===== src/gat_pkg.sv =====
package gat_pkg;

  // ==========================================================
  // Sizes
  // ==========================================================

  // Output features per destination node
  localparam int NUM_FEATURE_OUT = 4;

  // Signed integer Wh element
  localparam int WH_DATA_WIDTH = 12;

  // Unsigned attention coefficient, Q0.16
  localparam int ALPHA_WIDTH = 16;

  // Neighbour count, groups hold 1 to 255 entries
  localparam int NUM_NODE_WIDTH = 8;

  // One word of the feature memory
  localparam int FEAT_WIDTH = 32;

  // Accumulator, wide enough for 255 full-scale products
  localparam int ACC_WIDTH = 40;

  // Signed Wh times non-negative alpha
  localparam int PROD_WIDTH = WH_DATA_WIDTH + ALPHA_WIDTH;

  // ==========================================================
  // Types
  // ==========================================================

  typedef logic signed [WH_DATA_WIDTH-1:0] wh_elem_t;
  typedef wh_elem_t [NUM_FEATURE_OUT-1:0] wh_vec_t;

  // First entry of a group carries src_flag and the group size
  typedef struct packed {
    wh_vec_t                   wh;
    logic [NUM_NODE_WIDTH-1:0] num_node;
    logic                      src_flag;
  } wh_entry_t;

  typedef logic [ALPHA_WIDTH-1:0] alpha_t;

  typedef logic signed [PROD_WIDTH-1:0] prod_t;
  typedef logic signed [ACC_WIDTH-1:0]  acc_t;

  typedef logic [NUM_FEATURE_OUT-1:0][FEAT_WIDTH-1:0] feat_vec_t;

endpackage


===== src/sync_fifo.sv =====
module sync_fifo #(
  parameter int  DEPTH     = 8,
  parameter type payload_t = logic [7:0]
) (
  input  logic     clk,
  input  logic     rst_n,
  input  logic     push,
  input  payload_t din,
  input  logic     pop,
  output payload_t dout,
  output logic     empty,
  output logic     full
);

  localparam int PTR_W = (DEPTH > 1) ? $clog2(DEPTH) : 1;
  localparam int CNT_W = $clog2(DEPTH + 1);

  payload_t          mem [DEPTH];
  logic [PTR_W-1:0]  wr_ptr;
  logic [PTR_W-1:0]  rd_ptr;
  logic [CNT_W-1:0]  count;
  logic              do_push;
  logic              do_pop;

  // Pointer step with wrap for any depth
  function automatic logic [PTR_W-1:0] next_ptr(input logic [PTR_W-1:0] p);
    if (p == PTR_W'(DEPTH - 1)) begin
      return '0;
    end
    return p + 1'b1;
  endfunction

  // Pushes into a full FIFO are dropped
  assign do_push = push && !full;
  assign do_pop  = pop && !empty;

  always_ff @(posedge clk) begin
    if (do_push) begin
      mem[wr_ptr] <= din;
    end
  end

  always_ff @(posedge clk or negedge rst_n) begin
    if (!rst_n) begin
      wr_ptr <= '0;
      rd_ptr <= '0;
      count  <= '0;
    end else begin
      if (do_push) begin
        wr_ptr <= next_ptr(wr_ptr);
      end
      if (do_pop) begin
        rd_ptr <= next_ptr(rd_ptr);
      end
      case ({do_push, do_pop})
        2'b10:   count <= count + 1'b1;
        2'b01:   count <= count - 1'b1;
        default: count <= count;
      endcase
    end
  end

  // Head shows directly, first-word-fall-through
  assign dout  = mem[rd_ptr];
  assign empty = (count == '0);
  assign full  = (count == CNT_W'(DEPTH));

endmodule


===== src/aggregator.sv =====
module aggregator
  import gat_pkg::*;
(
  input  logic      clk,
  input  logic      rst_n,
  input  wh_entry_t wh_head,
  input  logic      wh_empty,
  input  alpha_t    alpha_head,
  input  logic      alpha_empty,
  output logic      pop,
  output feat_vec_t vec,
  output logic      vec_vld,
  input  logic      writer_busy,
  output logic      idle
);

  logic [NUM_NODE_WIDTH-1:0] size_q;
  logic [NUM_NODE_WIDTH-1:0] cnt_q;
  logic [NUM_NODE_WIDTH-1:0] cur_size;
  logic [NUM_NODE_WIDTH-1:0] cur_cnt;
  logic                      entry_first;
  logic                      entry_last;

  logic                      prod_vld;
  logic                      prod_first;
  logic                      prod_last;
  prod_t                     prod_q  [NUM_FEATURE_OUT];

  acc_t                      acc_q   [NUM_FEATURE_OUT];
  acc_t                      acc_sum [NUM_FEATURE_OUT];
  acc_t                      acc_shr [NUM_FEATURE_OUT];

  logic                      take;

  // ==========================================================
  // Pop control and group bookkeeping
  // ==========================================================

  assign take = vec_vld && !writer_busy;

  // A last entry in the product stage already claims the result register
  assign pop = !wh_empty && !alpha_empty && !(prod_vld && prod_last) &&
               (!vec_vld || take);

  assign entry_first = wh_head.src_flag;
  assign cur_size    = entry_first ? wh_head.num_node : size_q;
  assign cur_cnt     = entry_first ? '0 : cnt_q;
  assign entry_last  = ((cur_cnt + 1'b1) == cur_size);

  always_ff @(posedge clk or negedge rst_n) begin
    if (!rst_n) begin
      size_q <= '0;
      cnt_q  <= '0;
    end else if (pop) begin
      size_q <= cur_size;
      cnt_q  <= cur_cnt + 1'b1;
    end
  end

  // ==========================================================
  // Stage 1: products
  // ==========================================================

  always_ff @(posedge clk or negedge rst_n) begin
    if (!rst_n) begin
      prod_vld   <= 1'b0;
      prod_first <= 1'b0;
      prod_last  <= 1'b0;
    end else begin
      prod_vld   <= pop;
      prod_first <= pop && entry_first;
      prod_last  <= pop && entry_last;
    end
  end

  // Alpha is Q0.16 and unsigned, so widen with a zero before the signed multiply
  always_ff @(posedge clk) begin
    if (pop) begin
      for (int f = 0; f < NUM_FEATURE_OUT; f++) begin
        prod_q[f] <= wh_head.wh[f] * $signed({1'b0, alpha_head});
      end
    end
  end

  // ==========================================================
  // Stage 2: accumulate, shift, ReLU
  // ==========================================================

  always_comb begin
    for (int f = 0; f < NUM_FEATURE_OUT; f++) begin
      // First entry restarts the sum
      acc_sum[f] = prod_first ? acc_t'(prod_q[f]) : acc_q[f] + acc_t'(prod_q[f]);
      acc_shr[f] = acc_sum[f] >>> ALPHA_WIDTH;
    end
  end

  always_ff @(posedge clk) begin
    if (prod_vld) begin
      for (int f = 0; f < NUM_FEATURE_OUT; f++) begin
        acc_q[f] <= acc_sum[f];
      end
    end
    if (prod_vld && prod_last) begin
      for (int f = 0; f < NUM_FEATURE_OUT; f++) begin
        vec[f] <= acc_shr[f][ACC_WIDTH-1] ? '0 : acc_shr[f][FEAT_WIDTH-1:0];
      end
    end
  end

  // Held until the writer takes it
  always_ff @(posedge clk or negedge rst_n) begin
    if (!rst_n) begin
      vec_vld <= 1'b0;
    end else if (prod_vld && prod_last) begin
      vec_vld <= 1'b1;
    end else if (take) begin
      vec_vld <= 1'b0;
    end
  end

  assign idle = wh_empty && alpha_empty && !prod_vld && !vec_vld && !writer_busy;

endmodule


===== src/feature_writer.sv =====
module feature_writer
  import gat_pkg::*;
#(
  parameter int FEAT_ADDR_W = 6
) (
  input  logic                   clk,
  input  logic                   rst_n,
  input  feat_vec_t              vec,
  input  logic                   vec_vld,
  output logic                   busy,
  output logic                   feat_ena,
  output logic [FEAT_ADDR_W-1:0] feat_addr,
  output logic [FEAT_WIDTH-1:0]  feat_din
);

  localparam int IDX_W = (NUM_FEATURE_OUT > 1) ? $clog2(NUM_FEATURE_OUT) : 1;
  localparam logic [IDX_W-1:0] LAST_IDX = IDX_W'(NUM_FEATURE_OUT - 1);

  feat_vec_t              vec_q;
  logic [IDX_W-1:0]       idx_q;
  logic [FEAT_ADDR_W-1:0] addr_q;
  logic                   accept;

  assign accept = vec_vld && !busy;

  // ==========================================================
  // Capture and word walk
  // ==========================================================

  always_ff @(posedge clk) begin
    if (accept) begin
      vec_q <= vec;
    end
  end

  always_ff @(posedge clk or negedge rst_n) begin
    if (!rst_n) begin
      busy   <= 1'b0;
      idx_q  <= '0;
      addr_q <= '0;
    end else if (busy) begin
      // One word per cycle, address keeps running across vectors
      addr_q <= addr_q + 1'b1;
      idx_q  <= idx_q + 1'b1;
      if (idx_q == LAST_IDX) begin
        busy <= 1'b0;
      end
    end else if (accept) begin
      busy  <= 1'b1;
      idx_q <= '0;
    end
  end

  // Memory port
  assign feat_ena  = busy;
  assign feat_addr = addr_q;
  assign feat_din  = vec_q[idx_q];

endmodule


===== src/gat_aggr_top.sv =====
module gat_aggr_top
  import gat_pkg::*;
#(
  parameter int WH_DEPTH    = 8,
  parameter int ALPHA_DEPTH = 8,
  parameter int FEAT_ADDR_W = 6
) (
  input  logic                   clk,
  input  logic                   rst_n,
  input  logic                   wh_push,
  input  wh_entry_t              wh_in,
  output logic                   wh_full,
  input  logic                   alpha_push,
  input  alpha_t                 alpha_in,
  output logic                   alpha_full,
  output logic                   feat_ena,
  output logic [FEAT_ADDR_W-1:0] feat_addr,
  output logic [FEAT_WIDTH-1:0]  feat_din,
  output logic                   idle
);

  wh_entry_t wh_head;
  logic      wh_empty;
  alpha_t    alpha_head;
  logic      alpha_empty;
  logic      pop;
  feat_vec_t vec;
  logic      vec_vld;
  logic      writer_busy;

  // ==========================================================
  // Input buffers, popped together
  // ==========================================================

  sync_fifo #(
    .DEPTH     (WH_DEPTH),
    .payload_t (wh_entry_t)
  ) wh_fifo_i (
    .clk   (clk),
    .rst_n (rst_n),
    .push  (wh_push),
    .din   (wh_in),
    .pop   (pop),
    .dout  (wh_head),
    .empty (wh_empty),
    .full  (wh_full)
  );

  sync_fifo #(
    .DEPTH     (ALPHA_DEPTH),
    .payload_t (alpha_t)
  ) alpha_fifo_i (
    .clk   (clk),
    .rst_n (rst_n),
    .push  (alpha_push),
    .din   (alpha_in),
    .pop   (pop),
    .dout  (alpha_head),
    .empty (alpha_empty),
    .full  (alpha_full)
  );

  // ==========================================================
  // Datapath
  // ==========================================================

  aggregator aggregator_i (
    .clk         (clk),
    .rst_n       (rst_n),
    .wh_head     (wh_head),
    .wh_empty    (wh_empty),
    .alpha_head  (alpha_head),
    .alpha_empty (alpha_empty),
    .pop         (pop),
    .vec         (vec),
    .vec_vld     (vec_vld),
    .writer_busy (writer_busy),
    .idle        (idle)
  );

  feature_writer #(
    .FEAT_ADDR_W (FEAT_ADDR_W)
  ) feature_writer_i (
    .clk       (clk),
    .rst_n     (rst_n),
    .vec       (vec),
    .vec_vld   (vec_vld),
    .busy      (writer_busy),
    .feat_ena  (feat_ena),
    .feat_addr (feat_addr),
    .feat_din  (feat_din)
  );

endmodule


===== config.mk =====
export PLATFORM = sky130hd
export DESIGN_NAME = gat_aggr_top
export DESIGN_NICKNAME = d
export VERILOG_FILES = /design/src/gat_pkg.sv /design/src/sync_fifo.sv /design/src/aggregator.sv /design/src/feature_writer.sv /design/src/gat_aggr_top.sv
export SDC_FILE = /design/constraint.sdc
export NUM_CORES = 2
export LEC_CHECK = 0
export BUFFER_PORTS_ARGS = -buffer_cell sky130_fd_sc_hd__buf_2
export CAP_MARGIN = 20
export CORE_MARGIN = 2
export CORE_UTILIZATION = 30
export CTS_CLUSTER_DIAMETER = 80
export DETAILED_ROUTE_END_ITERATION = 10
export GPL_TIMING_DRIVEN = 0
export MAX_ROUTING_LAYER = met4
export PLACE_DENSITY = 0.44
export SETUP_SLACK_MARGIN = 0.05
export SYNTH_ARGS = -nofsm -noshare
export SYNTH_HDL_FRONTEND = slang
export SYNTH_SLANG_ARGS = --single-unit
export TNS_END_PERCENT = 20

===== constraint.sdc =====
create_clock -name clk -period 21.1 [get_ports clk]
set_input_delay 2.11 -clock clk [delete_from_list [all_inputs] [get_ports clk]]
set_output_delay 2.11 -clock clk [all_outputs]
set_load 0.01 [all_outputs]

== After elaboration in Yosys (flattened, before gate mapping) ==
Memory sizes are Yosys's and may differ from the RTL's.
Index checks and enable logic that the tools add are counted.
Storage, ports and cells
  register bits: 305
  output and inout bits: 42
  logic and storage cells: 134
  input port bits: 77
  bits in writable memories: 856
  memories kept: 4
Operators by class
  reduce and logical (&&, ||, !) cells: 30
  multiply operators: 4
  $add $sub $neg: 15
  eq/ne operators: 12
  magnitude comparators: 1
  muxes and demuxes: 41
Memories
  wh_fifo_i.mem: words 8, width 57, rd ports 1, clocked after memory_dff 0, wr ports 1, RTL line sync_fifo.sv:18  | payload_t mem [DEPTH];
  aggregator_i.acc_q: words 4, width 40, rd ports 4, clocked after memory_dff 0, wr ports 4, RTL line aggregator.sv:29  | acc_t acc_q [NUM_FEATURE_OUT];
  alpha_fifo_i.mem: words 8, width 16, rd ports 1, clocked after memory_dff 0, wr ports 1, RTL line sync_fifo.sv:18
  aggregator_i.prod_q: words 4, width 28, rd ports 4, clocked after memory_dff 0, wr ports 4, RTL line aggregator.sv:27  | prod_t prod_q [NUM_FEATURE_OUT];
Operators with widths (number)
  adder 40 x 28 -> 40 bit: 4
  2-to-1 mux 40 bit: 4
  multiplier 12 x 17 -> 28 bit: 4
  binary-select mux 32 bit (select 2 bit): 1
  2-to-1 mux 32 bit: 1
  2-to-1 mux 3 bit: 8
  2-to-1 mux 1 bit: 21
  2-to-1 mux 8 bit: 2
  one-hot mux 4 bit (2 select lines): 2
  logical AND 1 bit: 15
  adder 3 x 1 -> 3 bit, second input constant: 4
  equality test 3 bit, second input constant: 4
  adder 4 x 1 -> 4 bit, second input constant: 2
  adder 8 x 1 -> 8 bit, second input constant: 1
  equality test 4 bit, second input constant: 2
  equality test 8 bit: 1
  zero test 1 bit: 8
  zero test 4 bit: 2
  nonzero test 2 bit: 4
  subtractor 4 x 1 -> 4 bit, second input constant: 2
  adder 6 x 1 -> 6 bit, second input constant: 1
  equality test 2 bit, second input constant: 3
  equality test 2 x 1 -> 1 bit, second input constant: 2
  2-to-1 mux 2 bit: 2
  3 further kinds: 3

== Longest topological paths before layout ==
  depth in word-level cells: 8
  gate-level depth with buffers: 30
  gate-level depth less buffers: 25

== Modules after synthesis ==
From an unflattened synthesis, not the netlist that was laid out.
Unflattened totals
  cell total of the unflattened synthesis: 6332
  area, all modules: 76652.3 um^2
By module, submodules not included
  aggregator: area an instance 48022.3 um^2, seq. area each 11431.0 um^2, instances 1, cells each 5152
  sync_fifo (wh_fifo_i): area an instance 17982.2 um^2, seq. area each 13943.4 um^2, instances 1, cells each 726
  sync_fifo (alpha_fifo_i): area an instance 5625.4 um^2, seq. area each 4093.9 um^2, instances 1, cells each 255
  feature_writer: area an instance 5022.3 um^2, seq. area each 4068.9 um^2, instances 1, cells each 199

== Worst setup path after synthesis ==
Ideal clock, no wire load.
  path kind: reg-to-reg
  from: register aggregator_i.prod_vld
  to: register aggregator_i.cnt_q[2]
  cell stages (with the launch flop): 9
  buffers on the path: 2
  period minus slack after synthesis: 9.266 ns
  path slack: 11.834 ns
  required time: 20.779 ns
  arrival time: 8.945 ns
  library setup time: 0.321 ns
  cells stage by stage: dfrtp_1 > and2_1 > a21o_1 > or2_2 > clkbuf_1 > inv_1 > clkbuf_1 > a21oi_1 > a21oi_1
On the way
  longest elaborated chain between the ends: 4
RTL lines
  start: declaration: RTL line aggregator.sv:24  | logic prod_vld;
  start signal: assignment: RTL line aggregator.sv:70  | prod_vld <= pop;
  logical AND 1 bit: RTL line aggregator.sv:42  | assign pop = !wh_empty && !alpha_empty && !(prod_vld && prod_last) &&
  zero test 1 bit: RTL line aggregator.sv:42
  logical AND 1 bit (2 in a row): RTL line aggregator.sv:42
  named net aggregator_i.pop: RTL line aggregator.sv:10  | output logic pop,
  end signal: assignment: RTL line aggregator.sv:56  | cnt_q <= cur_cnt + 1'b1;
  end: declaration: RTL line aggregator.sv:18  | logic [NUM_NODE_WIDTH-1:0] cnt_q;
The timed path passes the listed nets, and every way through them passes these cells.
A chain may end at the register's enable or synchronous reset.

==> flow_metrics.tcl <==
set metrics [dict create \
    status "finished, final reports clean" \
    drt_first_iter_violations 3642 \
    nFillCells 24200 \
    routabilityCongestion 0.881 \
    r2r_slack_ns 10.37 \
    totalWireLength_um 215000 \
    holdCritStartpoint "aggregator_i.vec[1]" \
    crit_fanout 10 \
    drive_gt1_share_pct 11.1 \
    cts_buffers 132 \
    layout_common_cells "edfxtp_1, inv_1, nand2_1, fa_1, ha_1" \
    path_class "flop to flop" \
    worstSkewPairLatency_ns 0.82 \
    cp_data_required_time_ns 21.57 \
    vias_per_cell 4.85 \
    min_to "feature_writer_i.vec_q[1]" \
    async_flop_share_pct 4.50 \
    route.detailed.drc 0 \
    grt_pass1_wl_um 320000 \
    worst_pin_slew_ns 1.21 \
    ys.flop_type "edfxtp_1" \
    cts_resized 0 \
    die-area_mm2 0.249 \
    rsz0062_at_grt "no" \
    fmax_mhz 93.2 \
    area_delta_synth_final_pct 14.3 \
    pre_cts_ws_ns 10.15 \
    postCtsSetupBuffers 0 \
    final_cell_area_mm2 0.0841 \
    yosys-top-cells-area "edfxtp_1, fa_1, ha_1, mux4_2, inv_1" \
    ctsHoldBuffers 0 \
    fin_worst_skew_ns 0.0294 \
    cts_max_path_buffers 3 \
    slew-limit-headroom_pct 19.3 \
    drtAntennaViolNets 0 \
    final_core_util_pct 34.5 \
    io_buffers 109 \
    yosys_warnings 0 \
    cts-root-buf "clkbuf_16" \
    drv_cap 0 \
    finalSetupViolCount 0 \
    dpl_cell_area_mm2 0.0795 \
    die_h_um 499 \
    cp-end-kind "flop" \
    fin_crit_sh_pct 50.9 \
    crit_path_max_incr_delay_ns 0.88 \
    drv_slew 0 \
    wl_per_cell_um 21.9 \
    grt-ovfl-total 0 \
    vias 47500 \
    startpoint_type "flop" \
    syn_inst 6128 \
    synth_top_area_share_pct 42.4 \
    firstDrtPassIters 6 \
    grt_pass1_vias 48700 \
    rr_endpoint "aggregator_i.prod_q[2][27]" \
    die_w_um 499 \
    synth.distinct_cells 87 \
    syn_area_per_cell_um2 12.0 \
    setup_slack_ns 10.37 \
    setup_tns_ns 0 \
    yosysTopAreaCell "edfxtp_1" \
    io_pins 119 \
    min_path_type "flop to flop" \
    whs_path_depth 0 \
    core_mm2 0.243 \
    clk_pin_slew_ns 0.06 \
    hold_viol 0 \
    slowest_stage "mux2i_1" \
    mostFrequentLayoutCell "edfxtp_1" \
    cts_tree "done" \
    synth_edf_count 1040 \
    h-tree-depth 4 \
    start_util_pct 30.2 \
    synth_seq_cells 1089 \
    dp.final_hpwl_um 168000 \
    grt_max_degree 60 \
    antenna_found_initial 45 \
    num_rows 181 \
    cts.sink_count 1089 \
    rr_startpoint "wh_fifo_i.rd_ptr[1]" \
    nNetsFinal 7609 \
    arrival_ns 11.21 \
    finalCriticalPeriod_ns 10.73 \
    track_usage_pct 17.8 \
    yosysSeqAreaShare_pct 44.1 \
    syn_area_mm2 0.0736 \
    reg2reg_depth 28 \
]
## layout make-up
type	instances	area (µm²)	share of cell area, %
Multi-Input combinational cell	3969	37200	44.2
Sequential cell	1089	32500	38.6
Timing Repair Buffer	199	1780	2.12
Tap cell	3202	4010	4.76
Inverter	843	3160	3.76
Clock buffer	162	3430	4.07
Antenna cell	27	67.6	0.0803
Clock inverter	82	1070	1.27
Buffer	235	948	1.13
## worst max path at each step
stage | cells after the start | slack, ns | end | from
2_1_floorplan | 8 | 11.83 | aggregator_i.cnt_q[2] | aggregator_i.prod_vld
3_3_place_gp | 6 | 5.26 | aggregator_i.prod_q[2][27] | aggregator_i.prod_vld
3_5_place_dp | 28 | 10.15 | aggregator_i.prod_q[2][27] | wh_fifo_i.rd_ptr[1]
4_1_cts | 28 | 10.12 | aggregator_i.prod_q[2][27] | wh_fifo_i.rd_ptr[1]
5_1_grt | 28 | 9.80 | aggregator_i.prod_q[2][27] | wh_fifo_i.rd_ptr[1]
6_report | 28 | 10.37 | aggregator_i.prod_q[2][27] | wh_fifo_i.rd_ptr[1]
## sequential cells by signal (all words and copies together), names as in the netlist, 4 cells and up
| signal | cells |
|---|---|
| wh_fifo_i.count | 4 |
| aggregator_i.cnt_q | 8 |
| aggregator_i.acc_q | 160 |
| feature_writer_i.vec_q | 92 |
| aggregator_i.size_q | 8 |
| aggregator_i.prod_q | 112 |
| alpha_fifo_i.count | 4 |
| feature_writer_i.feat_addr | 6 |
| aggregator_i.vec | 92 |
| alpha_fifo_i.mem | 128 |
| wh_fifo_i.mem | 456 |
## cell usage after synthesis, types with 23 or more instances
library cell / instances
mux2i_1: 47
fa_1: 570
xnor2_1: 156
a211oi_1: 23
o21a_1: 25
ha_1: 493
dfrtp_1: 49
a21oi_1: 242
inv_1: 843
o21bai_1: 25
mux2_2: 79
nor2b_1: 77
nand3_1: 56
mux4_2: 169
nand4_1: 26
nor2_1: 367
o21ai_0: 194
xor2_1: 96
a21o_1: 126
clkbuf_1: 184
nor3_1: 53
and2_1: 105
edfxtp_1: 1040
nand2_1: 702
buf_1: 24
o31ai_1: 24
nand2b_1: 53
## cells by family (layout without fill, tap and decap cells)
| family | count (synthesis) | in the layout | synth area share [%] |
|---|---|---|---|
| xor gates and xnor gates | 252 | 252 | 3.00 |
| other | 1 | 36 | 0.00510 |
| muxes | 295 | 295 | 7.02 |
| adders and majority gates | 1063 | 1063 | 23.9 |
| and+or+nand+nor | 1525 | 1525 | 9.29 |
| DFF | 1089 | 1089 | 44.1 |
| AOI/OAI and AO/OA | 825 | 825 | 7.09 |
| buffers and inverters | 1078 | 1521 | 5.59 |
## worst max-delay path, delay by kind of cell, from the launching register on
| family | cells | cell delay (ns) |
|---|---|---|
| DFF | 1 | 0.36 |
| xor gates and xnor gates | 1 | 0.84 |
| adders and majority gates | 6 | 2.63 |
| muxes | 2 | 1.31 |
| buffers and inverters | 8 | 2.50 |
| AOI/OAI and AO/OA | 8 | 2.20 |
| and+or+nand+nor | 3 | 0.50 |
## metrics by stage
step	hold WS, ns	std cells
floorplan	0.400	6136
global placement	0.405	9447
detailed placement	0.405	9533
CTS	0.406	9777
global route	0.419	9806
finish	0.408	9808
## layer usage
layer	share of wire [%]	vias to the layer above	routed length [µm]	global-route usage, %
met1	46	24400	97900	23.8
li1	-	21800	-	-
met5	0	-	0	-
met2	48	1086	103000	28.7
met3	4.4	242	9460	2.30
met4	2.2	0	4750	4.26
Power is left out: the tool's default activity adds up to more than one toggle a clock period on the data nets, which glitch-free logic cannot reach.
